==> config.mk <==
export PLATFORM = sky130hd
export DESIGN_NAME = crc_top
export DESIGN_NICKNAME = d
export VERILOG_FILES = /design/src/common/crc_pkg.sv /design/src/crc_top.sv /design/src/crc_output_stage.sv /design/src/crc_engine/crc_engine.sv /design/src/crc_input_buffer.sv /design/src/host_interface/crc_host_interface.sv
export SDC_FILE = /design/constraint.sdc
export NUM_CORES = 1
export LEC_CHECK = 0
export BUFFER_PORTS_ARGS = -buffer_cell sky130_fd_sc_hd__buf_4
export CORE_ASPECT_RATIO = 1.4
export CORE_MARGIN = 5
export CORE_UTILIZATION = 67
export CTS_BUF_LIST = sky130_fd_sc_hd__clkbuf_16
export CTS_CLUSTER_DIAMETER = 120
export CTS_CLUSTER_SIZE = 14
export DETAILED_ROUTE_END_ITERATION = 10
export MAX_ROUTING_LAYER = met4
export PLACE_DENSITY = 0.87
export SLEW_MARGIN = 20
export SYNTH_ARGS = -nofsm -noshare
export SYNTH_HDL_FRONTEND = slang
export SYNTH_SLANG_ARGS = --single-unit
==> constraint.sdc <==
create_clock -name HCLK -period 22.3 [get_ports HCLK]
set_input_delay 4.46 -clock HCLK [delete_from_list [all_inputs] [get_ports HCLK]]
set_output_delay 4.46 -clock HCLK [all_outputs]
set_load 0.1 [all_outputs]
==> src/common/crc_pkg.sv <==
// Shared CRC unit types, register offsets and width helpers, imported by every RTL block
package crc_pkg;

	//////////////////////////////////////////////////
	// Widths that carry a meaning
	//////////////////////////////////////////////////

	// Data and CRC words
	typedef logic [31:0] crc_word_t;
	// Independent data register
	typedef logic [7:0] crc_idr_t;
	// Polynomial size code: 0 is 32, 1 is 16, 2 is 8, 3 is 7 bits
	typedef logic [1:0] poly_size_t;
	// Write size from HSIZE: 0 byte, 1 halfword, 2 word
	typedef logic [1:0] bus_size_t;
	// Input reversal: 0 none, 1 byte, 2 halfword, 3 word
	typedef logic [1:0] rev_in_t;

	// CRC_CR fields, packed to match CR bits 7:3
	typedef struct packed {
		logic       rev_out_type;
		rev_in_t    rev_in_type;
		poly_size_t poly_size;
	} crc_cfg_t;

	// One buffered data write
	typedef struct packed {
		crc_word_t data;
		bus_size_t size;
	} buf_entry_t;

	// Engine FSM
	typedef enum logic [1:0] {
		ENG_IDLE,
		ENG_SHIFT,
		ENG_LOAD
	} eng_state_e;

	//////////////////////////////////////////////////
	// Register map, word address bits 4:2
	//////////////////////////////////////////////////
	localparam logic [2:0] CRC_DR   = 3'h0;
	localparam logic [2:0] CRC_IDR  = 3'h1;
	localparam logic [2:0] CRC_CR   = 3'h2;
	localparam logic [2:0] CRC_INIT = 3'h4;
	localparam logic [2:0] CRC_POL  = 3'h5;

	// AHB transfer type that starts a transfer
	localparam logic [1:0] HTRANS_NONSEQ = 2'b10;

	// Reset values
	localparam crc_word_t CRC_POLY_RESET = 32'h04C11DB7;
	localparam crc_word_t CRC_INIT_RESET = 32'hFFFFFFFF;

	// Index of the CRC top bit for a polynomial size
	function automatic logic [4:0] crc_top_bit(poly_size_t size);
		case (size)
			2'd1: return 5'd15;
			2'd2: return 5'd7;
			2'd3: return 5'd6;
			default: return 5'd31;
		endcase
	endfunction

	// Ones over the active CRC width
	function automatic crc_word_t crc_width_mask(poly_size_t size);
		case (size)
			2'd1: return 32'h0000FFFF;
			2'd2: return 32'h000000FF;
			2'd3: return 32'h0000007F;
			default: return 32'hFFFFFFFF;
		endcase
	endfunction

endpackage
==> src/crc_top.sv <==
// Top level of the AHB-Lite CRC unit, connects host interface, buffer, engine and output
`timescale 1ns/1ps

module crc_top
	import crc_pkg::*;
(
	input  logic        HCLK,
	input  logic        HRESETn,
	input  logic        HSElx,
	input  logic [31:0] HADDR,
	input  logic [1:0]  HTRANS,
	input  logic        HWRITE,
	input  logic [2:0]  HSIZE,
	input  crc_word_t   HWDATA,
	input  logic        HREADY,
	output crc_word_t   HRDATA,
	output logic        HREADYOUT,
	output logic        HRESP
);

	crc_word_t  bus_wr;
	bus_size_t  bus_size;
	crc_cfg_t   crc_cfg;
	logic       buffer_write_en;
	logic       crc_init_en;
	logic       crc_idr_en;
	logic       crc_poly_en;
	logic       reset_chain;
	logic       buffer_full;
	logic       buf_valid;
	buf_entry_t buf_entry;
	logic       buf_take;
	crc_word_t  crc_raw;
	logic       crc_busy;
	crc_word_t  crc_poly_out;
	crc_word_t  crc_init_out;
	crc_idr_t   crc_idr_out;
	logic       reset_pending;
	crc_word_t  crc_out;
	logic       result_valid;
	logic       read_wait;

	// DR reads wait for pending data, a busy engine or a stale result
	assign read_wait = buf_valid || crc_busy || !result_valid;

	crc_host_interface host0 (
		.HCLK, .HRESETn, .HSElx, .HADDR, .HTRANS, .HWRITE, .HSIZE, .HWDATA, .HREADY,
		.HRDATA, .HREADYOUT, .HRESP,
		.crc_out, .crc_poly_out, .crc_init_out, .crc_idr_out,
		.buffer_full, .reset_pending, .read_wait,
		.bus_wr, .bus_size, .crc_cfg, .buffer_write_en,
		.crc_init_en, .crc_idr_en, .crc_poly_en, .reset_chain
	);

	crc_input_buffer buf0 (
		.HCLK, .HRESETn, .buffer_write_en, .bus_wr, .bus_size,
		.buffer_full, .buf_valid, .buf_entry, .buf_take
	);

	crc_engine eng0 (
		.HCLK, .HRESETn, .buf_valid, .buf_entry, .crc_cfg, .bus_wr,
		.crc_init_en, .crc_idr_en, .crc_poly_en, .reset_chain,
		.buf_take, .crc_raw, .crc_busy, .crc_poly_out, .crc_init_out,
		.crc_idr_out, .reset_pending
	);

	crc_output_stage out0 (
		.HCLK, .HRESETn, .crc_raw, .crc_busy, .crc_cfg, .crc_out, .result_valid
	);

endmodule

==> src/crc_output_stage.sv <==
// Registered output reversal and width mask of the raw CRC value
`timescale 1ns/1ps

module crc_output_stage
	import crc_pkg::*;
(
	input  logic      HCLK,
	input  logic      HRESETn,
	input  crc_word_t crc_raw,
	input  logic      crc_busy,
	input  crc_cfg_t  crc_cfg,
	output crc_word_t crc_out,
	output logic      result_valid
);

	crc_word_t raw_rev;
	crc_word_t out_next;
	crc_word_t out_q;
	crc_cfg_t  cfg_q;
	logic      valid_q;

	//////////////////////////////////////////////////
	// Reversal over the active width
	//////////////////////////////////////////////////

	// Full word mirror first
	always_comb
	begin
		for (int i = 0; i < 32; i++)
			raw_rev[i] = crc_raw[31 - i];
	end

	// Shift the mirrored value down to the active width, then mask
	always_comb
	begin
		if (crc_cfg.rev_out_type)
			out_next = (raw_rev >> (5'd31 - crc_top_bit(crc_cfg.poly_size)))
				& crc_width_mask(crc_cfg.poly_size);
		else
			out_next = crc_raw & crc_width_mask(crc_cfg.poly_size);
	end

	// Result and the config it was formed with
	always_ff @(posedge HCLK)
	begin
		out_q <= out_next;
		cfg_q <= crc_cfg;
	end

	// Valid once the engine has been idle for a cycle
	always_ff @(posedge HCLK)
	begin
		if (!HRESETn)
			valid_q <= 1'b0;
		else
			valid_q <= !crc_busy;
	end

	assign crc_out = out_q;
	// A CR write makes the held result stale for one cycle
	assign result_valid = valid_q && (cfg_q == crc_cfg);

endmodule

==> src/crc_engine/crc_engine.sv <==
// Byte-serial CRC engine with polynomial, init and IDR registers and reset chaining
`timescale 1ns/1ps

module crc_engine
	import crc_pkg::*;
(
	input  logic       HCLK,
	input  logic       HRESETn,
	input  logic       buf_valid,
	input  buf_entry_t buf_entry,
	input  crc_cfg_t   crc_cfg,
	input  crc_word_t  bus_wr,
	input  logic       crc_init_en,
	input  logic       crc_idr_en,
	input  logic       crc_poly_en,
	input  logic       reset_chain,
	output logic       buf_take,
	output crc_word_t  crc_raw,
	output logic       crc_busy,
	output crc_word_t  crc_poly_out,
	output crc_word_t  crc_init_out,
	output crc_idr_t   crc_idr_out,
	output logic       reset_pending
);

	eng_state_e state_q;
	logic       pend_q;
	logic [1:0] count_q;
	crc_word_t  crc_q;
	crc_word_t  poly_q;
	crc_word_t  init_q;
	crc_idr_t   idr_q;
	crc_word_t  data_q;
	rev_in_t    rev_eff;
	crc_word_t  data_rev;

	//////////////////////////////////////////////////
	// Bit helpers
	//////////////////////////////////////////////////

	// Mirror bits inside each byte, halfword or word
	function automatic crc_word_t reverse_in(crc_word_t d, rev_in_t r);
		crc_word_t o;
		o = d;
		for (int i = 0; i < 32; i++)
		begin
			case (r)
				2'd1: o[i] = d[(i & ~7) + 7 - (i & 7)];
				2'd2: o[i] = d[(i & ~15) + 15 - (i & 15)];
				2'd3: o[i] = d[31 - i];
				default: o[i] = d[i];
			endcase
		end
		return o;
	endfunction

	// Fold one byte into the CRC, MSB first, over the active width
	function automatic crc_word_t fold_byte(crc_word_t crc, logic [7:0] b,
		crc_word_t poly, poly_size_t size);
		crc_word_t  c;
		crc_word_t  m;
		logic [4:0] top;
		logic       fb;
		m   = crc_width_mask(size);
		top = crc_top_bit(size);
		c   = crc & m;
		for (int i = 7; i >= 0; i--)
		begin
			fb = c[top] ^ b[i];
			c  = (c << 1) & m;
			if (fb)
				c = c ^ (poly & m);
		end
		return c;
	endfunction

	// Reversal unit never wider than the write itself
	always_comb
	begin
		case (buf_entry.size)
			2'd0: rev_eff = (crc_cfg.rev_in_type != 2'd0) ? 2'd1 : 2'd0;
			2'd1: rev_eff = (crc_cfg.rev_in_type > 2'd2) ? 2'd2 : crc_cfg.rev_in_type;
			default: rev_eff = crc_cfg.rev_in_type;
		endcase
	end

	assign data_rev = reverse_in(buf_entry.data, rev_eff);

	// Older reset requests go first, otherwise start the buffered entry
	assign buf_take = (state_q == ENG_IDLE) && !pend_q && buf_valid;

	//////////////////////////////////////////////////
	// FSM and CRC register
	//////////////////////////////////////////////////
	always_ff @(posedge HCLK)
	begin
		if (!HRESETn)
		begin
			state_q <= ENG_IDLE;
			pend_q  <= 1'b0;
			count_q <= 2'd0;
			crc_q   <= CRC_INIT_RESET;
		end
		else
		begin
			case (state_q)
				ENG_IDLE:
				begin
					if (pend_q)
					begin
						state_q <= ENG_LOAD;
						pend_q  <= 1'b0;
					end
					else if (buf_valid)
					begin
						// Byte 1 cycle, halfword 2, word 4
						state_q <= ENG_SHIFT;
						pend_q  <= reset_chain;
						case (buf_entry.size)
							2'd0: count_q <= 2'd0;
							2'd1: count_q <= 2'd1;
							default: count_q <= 2'd3;
						endcase
					end
					else if (reset_chain)
						state_q <= ENG_LOAD;
				end
				ENG_SHIFT:
				begin
					crc_q <= fold_byte(crc_q, data_q[31:24], poly_q, crc_cfg.poly_size);
					if (count_q == 2'd0)
						state_q <= ENG_IDLE;
					else
						count_q <= count_q - 2'd1;
					if (reset_chain)
						pend_q <= 1'b1;
				end
				ENG_LOAD:
				begin
					crc_q   <= init_q;
					state_q <= ENG_IDLE;
					if (reset_chain)
						pend_q <= 1'b1;
				end
				default: state_q <= ENG_IDLE;
			endcase
		end
	end

	// Data shifter, left aligned so the next byte sits at the top
	always_ff @(posedge HCLK)
	begin
		if (buf_take)
		begin
			case (buf_entry.size)
				2'd0: data_q <= {data_rev[7:0], 24'h0};
				2'd1: data_q <= {data_rev[15:0], 16'h0};
				default: data_q <= data_rev;
			endcase
		end
		else if (state_q == ENG_SHIFT)
			data_q <= data_q << 8;
	end

	//////////////////////////////////////////////////
	// Programmable registers
	//////////////////////////////////////////////////
	always_ff @(posedge HCLK)
	begin
		if (!HRESETn)
		begin
			poly_q <= CRC_POLY_RESET;
			init_q <= CRC_INIT_RESET;
			idr_q  <= '0;
		end
		else
		begin
			if (crc_poly_en)
				poly_q <= bus_wr;
			if (crc_init_en)
				init_q <= bus_wr;
			if (crc_idr_en)
				idr_q <= bus_wr[7:0];
		end
	end

	assign crc_raw       = crc_q;
	assign crc_busy      = (state_q != ENG_IDLE) || pend_q;
	assign reset_pending = pend_q || (state_q == ENG_LOAD);
	assign crc_poly_out  = poly_q;
	assign crc_init_out  = init_q;
	assign crc_idr_out   = idr_q;

	// Taking an entry always starts a shift sequence
	assert property (@(posedge HCLK) disable iff (!HRESETn)
		buf_take |-> (state_q == ENG_IDLE) ##1 (state_q == ENG_SHIFT));

endmodule

==> src/crc_input_buffer.sv <==
// One-entry buffer holding a CRC_DR write and its size until the engine takes it
`timescale 1ns/1ps

module crc_input_buffer
	import crc_pkg::*;
(
	input  logic       HCLK,
	input  logic       HRESETn,
	input  logic       buffer_write_en,
	input  crc_word_t  bus_wr,
	input  bus_size_t  bus_size,
	output logic       buffer_full,
	output logic       buf_valid,
	output buf_entry_t buf_entry,
	input  logic       buf_take
);

	logic       valid_q;
	buf_entry_t entry_q;

	//////////////////////////////////////////////////
	// Occupancy
	//////////////////////////////////////////////////

	// A write refills the slot and a take alone empties it
	always_ff @(posedge HCLK)
	begin
		if (!HRESETn)
			valid_q <= 1'b0;
		else if (buffer_write_en)
			valid_q <= 1'b1;
		else if (buf_take)
			valid_q <= 1'b0;
	end

	// Payload
	always_ff @(posedge HCLK)
	begin
		if (buffer_write_en)
		begin
			entry_q.data <= bus_wr;
			entry_q.size <= bus_size;
		end
	end

	// The slot frees up in the cycle the engine takes it
	assign buffer_full = valid_q && !buf_take;
	assign buf_valid   = valid_q;
	assign buf_entry   = entry_q;

	// Host must never write over a held entry
	assert property (@(posedge HCLK) disable iff (!HRESETn)
		buffer_write_en |-> !buffer_full);

endmodule

==> src/host_interface/crc_host_interface.sv <==
// AHB-Lite slave of the CRC unit: register decode, CRC_CR, read mux and wait states
`timescale 1ns/1ps

module crc_host_interface
	import crc_pkg::*;
(
	input  logic        HCLK,
	input  logic        HRESETn,
	input  logic        HSElx,
	input  logic [31:0] HADDR,
	input  logic [1:0]  HTRANS,
	input  logic        HWRITE,
	input  logic [2:0]  HSIZE,
	input  crc_word_t   HWDATA,
	input  logic        HREADY,
	output crc_word_t   HRDATA,
	output logic        HREADYOUT,
	output logic        HRESP,
	input  crc_word_t   crc_out,
	input  crc_word_t   crc_poly_out,
	input  crc_word_t   crc_init_out,
	input  crc_idr_t    crc_idr_out,
	input  logic        buffer_full,
	input  logic        reset_pending,
	input  logic        read_wait,
	output crc_word_t   bus_wr,
	output bus_size_t   bus_size,
	output crc_cfg_t    crc_cfg,
	output logic        buffer_write_en,
	output logic        crc_init_en,
	output logic        crc_idr_en,
	output logic        crc_poly_en,
	output logic        reset_chain
);

	//////////////////////////////////////////////////
	// Address phase pipeline
	//////////////////////////////////////////////////

	logic       hselx_pp;
	logic [1:0] htrans_pp;
	logic [2:0] haddr_pp;
	bus_size_t  hsize_pp;
	logic       hwrite_pp;

	logic      sample_bus;
	logic      write_en;
	logic      read_en;
	logic      dr_write;
	logic      dr_read;
	logic      init_write;
	logic      cr_write;
	crc_cfg_t  crc_cfg_q;

	// Control part of the address phase
	always_ff @(posedge HCLK)
	begin
		if (!HRESETn)
		begin
			hselx_pp  <= 1'b0;
			htrans_pp <= 2'b00;
		end
		else if (sample_bus)
		begin
			hselx_pp  <= HSElx;
			htrans_pp <= HTRANS;
		end
	end

	// Address, size and direction only matter while hselx_pp is set
	always_ff @(posedge HCLK)
	begin
		if (sample_bus)
		begin
			haddr_pp  <= HADDR[4:2];
			hsize_pp  <= HSIZE[1:0];
			hwrite_pp <= HWRITE;
		end
	end

	//////////////////////////////////////////////////
	// Decode
	//////////////////////////////////////////////////

	// BUSY and SEQ behave as IDLE
	assign write_en = hselx_pp && (htrans_pp == HTRANS_NONSEQ) && hwrite_pp;
	assign read_en  = hselx_pp && (htrans_pp == HTRANS_NONSEQ) && !hwrite_pp;

	assign dr_write   = write_en && (haddr_pp == CRC_DR);
	assign dr_read    = read_en && (haddr_pp == CRC_DR);
	assign init_write = write_en && (haddr_pp == CRC_INIT);
	assign cr_write   = write_en && (haddr_pp == CRC_CR);

	// Stalled writes fire only in the cycle they complete
	assign buffer_write_en = dr_write && !buffer_full;
	assign crc_init_en     = init_write && !reset_pending;
	assign crc_idr_en      = write_en && (haddr_pp == CRC_IDR);
	assign crc_poly_en     = write_en && (haddr_pp == CRC_POL);

	// Self-clearing reset bit, never stored
	assign reset_chain = cr_write && HWDATA[0];

	// Write data is taken straight from the data phase
	assign bus_wr   = HWDATA;
	assign bus_size = hsize_pp;

	// Wait states from the three stall conditions
	assign HREADYOUT = !((dr_write && buffer_full) ||
		(dr_read && read_wait) ||
		(init_write && reset_pending));

	assign sample_bus = HREADY && HREADYOUT;

	// No error responses
	assign HRESP = 1'b0;

	//////////////////////////////////////////////////
	// CRC_CR
	//////////////////////////////////////////////////
	always_ff @(posedge HCLK)
	begin
		if (!HRESETn)
			crc_cfg_q <= '0;
		else if (cr_write)
			crc_cfg_q <= crc_cfg_t'(HWDATA[7:3]);
	end

	assign crc_cfg = crc_cfg_q;

	// Read mux, data phase address
	always_comb
	begin
		case (haddr_pp)
			CRC_DR:   HRDATA = crc_out;
			CRC_IDR:  HRDATA = {24'h0, crc_idr_out};
			CRC_CR:   HRDATA = {24'h0, crc_cfg_q, 3'h0};
			CRC_INIT: HRDATA = crc_init_out;
			CRC_POL:  HRDATA = crc_poly_out;
			default:  HRDATA = '0;
		endcase
	end

	// At most one register strobe per cycle
	assert property (@(posedge HCLK) disable iff (!HRESETn)
		$onehot0({buffer_write_en, crc_init_en, crc_idr_en, crc_poly_en, reset_chain}));

	// A DR read that must wait keeps the transfer pending
	assert property (@(posedge HCLK) disable iff (!HRESETn)
		(dr_read && read_wait) |-> !HREADYOUT ##1 dr_read);

endmodule

==> flow_summary.toml <==
[cts]
clock_sinks = 228
clk_latency_ps = 530
cts_tree = "built"
cts_made_buffers = 20
cts_hold_buf = 0
ctsResizeCount = 0
cts_setup_buffers = 0
h-tree-depth = 1
cts-root-buf = "clkbuf_16"
clock_path_buffers = 3
clk_pin_slew_worst_paths_ps = 70

[sta]
finalWorstPathRequiredPeriod_ps = 9987
hold_viol = 0
fmax_mhz = 100.1
skew_ps = 18.43
tightest_slew_ps = 1106
fin_crit_sh = 0.4478
rsz0062_at_grt = "no"
slew_viol_final = 0
finalWorstSetupSlack_ps = 12310
setup_viol = 0
slew_headroom = 0.2628
fin_tns_setup_ps = 0

[finish]
layout_commonest_cell = "nand2_1"
fin_area_um2 = 17400
nets = 2047
layout.cells.most_common_list = "nand2_1, xnor2_1, dfxtp_1"
drive_above_1_share = 0.1308
diodes = 0
area_delta_synth_final_pct = 6.363

[global_route]
grt_pass1_vias = 14870
grt_start_max_net_pins = 112
grt_overflow = 0
grt_pass1_wl_um = 84700
grt_antenna_before_repair = 0
grt.total_usage = 0.4016

[floorplanning]
die_area_um2 = 27690
rows = 67
io_pins = 108
die_x_um = 142.1
start_util = 0.6824
core_um2 = 23980
dieHeight_um = 194.9

[logic_synthesis]
syn_inst = 2005
syn_area_um2 = 16360
yosysTopAreaCell = "dfxtp_1"
synth_edf_count = 72
seq_area_frac_synth = 0.3230
syn-num-nets = 2083
ys_ff_latch = 228
syn_avg_cell_area_um2 = 8.160
synth_area_leaders = "dfxtp_1, edfxtp_1, nand2_1, xnor2_1, mux2i_1"
synth.distinct_cells = 98
async_reset_ff_frac = 0
ys_warn_count = 0
yosysTopAreaCellShare = 0.1909
synthFlopType = "dfxtp_1"

[worst_hold_path]
hold_path_class = "flip-flop to flip-flop"

[drt]
ant_nets = 0
routed_wl_um = 55500
dr.pass1.iters = 11
drc_errors = 1
vias_per_cell = 6.904
dr_total_vias = 15810
drt_iter0_markers = 1964
wl_per_cell_um = 24.24

[critical_path]
path_class = "flip-flop to flip-flop"
end_kind = "flip-flop"
start_kind = "flip-flop"
critPathMostFrequentCell = "buf_4"
cp_max_fo = 38
critPathSlowestCell = "nor3b_2"
max_stage_delay_ps = 620
arrival_ps = 10400
critPathRequiredTime_ps = 22720

[status]
failed_checks = "DRC"
status = "complete, but fails checks"

[place]
place_hpwl_um = 39140
dpl_cell_area_um2 = 16810
pre_cts_ws_ps = 12590
io_buffers = 76
place_congestion = 1.023

[power]
power.density_nw_per_um2 = 66.80
vdd_drop_max_mv = 0.08407
p_leak_uw = 0.006583

[job]
maxCapViolations = 0
synth_stat cells (all sizes together) (48+ instances only):
| master | count |
|---|---|
| dfxtp | 156 |
| a21oi | 104 |
| o21ai | 119 |
| clkbuf | 125 |
| nor2 | 128 |
| mux2i | 54 |
| xnor2 | 174 |
| buf | 48 |
| xor2 | 61 |
| nand3 | 71 |
| edfxtp | 72 |
| nand2 | 412 |
critical path, delay by kind of cell (launching register included):
kind	cells	cell delay, ps
AO/OA/AOI/OAI	10	2470
XOR/XNOR	3	690
buffers and inverters	5	2020
flip-flops	1	390
multiplexers	2	740
AND/OR/NAND/NOR	10	3490
per-stage QoR:
stage | hold slack, ps | util | power, uW | instances
detailed placement | 391.0 | 0.7012 | 830.5 | 2257
global route | 412.3 | 0.7258 | 1200 | 2290
global placement | 382.7 | 0.7012 | 824.0 | 2257
CTS | 410.2 | 0.7254 | 1149 | 2290
floorplan | 329.0 | - | 750.7 | 2005
finish | 410.7 | 0.7258 | 1162 | 2290
path summary, 6_finish.rpt:
path,start,to,slack (ps),depth (start not counted)
worst max-delay path,host0.crc_cfg[1],eng0.crc_raw[6],12310,30
worst min-delay path,host0.crc_cfg[1],out0.cfg_q[1],410,0
worst max register to register,host0.crc_cfg[1],eng0.crc_raw[6],12310,30
worst min register to register,host0.crc_cfg[1],out0.cfg_q[1],410,0
report_power, final:
group	internal, uW	switching, uW
logic	146	224
clock network	164	164
registers	442	21.8
cells by family after synthesis:
kind of cell,Yosys count,share of synthesized area
xor gates and xnor gates,236,0.1315
muxes,111,0.08328
and+or+nand+nor,777,0.2151
DFF,228,0.3230
other,1,0.0002292
adders and majority gates,4,0.003059
buffers and inverters,207,0.06019
AOI/OAI and AO/OA,441,0.1835
area by class of cell:
type	instances	area, um2
clock inverter	13	80.08
fill	1888	6574
tap	310	387.9
sequential	228	5286
timing repair buffer	117	878.3
clock buffer	20	500.5
multi-input combinational	1570	10150
inverter	32	120.1
sequential cells by signal, summed over array words and instances (netlist names), 2 cells and up:
name and count:
buf0.buf_entry 34, out0.crc_out 32, host0.bus_size 2, eng0.crc_poly_out 32, eng0.crc_raw 32, eng0.state_q 2, out0.cfg_q 5, eng0.crc_idr_out 8
host0.htrans_pp 2, eng0.crc_init_out 32, eng0.data_q 32, host0.crc_cfg 5, host0.haddr_pp 3, eng0.count_q 2
routing by layer:
layer / vias up / wire [um] / part of all wire / global-route usage
met4: 0 / 5200 / 0.094 / 0.2863
met5: - / 0 / 0 / -
met3: 324 / 5802 / 0.10 / 0.05359
met1: 7372 / 19430 / 0.35 / 0.4901
met2: 1158 / 25060 / 0.45 / 0.6076
li1: 6956 / - / - / -
(Power assumes the default switching activity.)
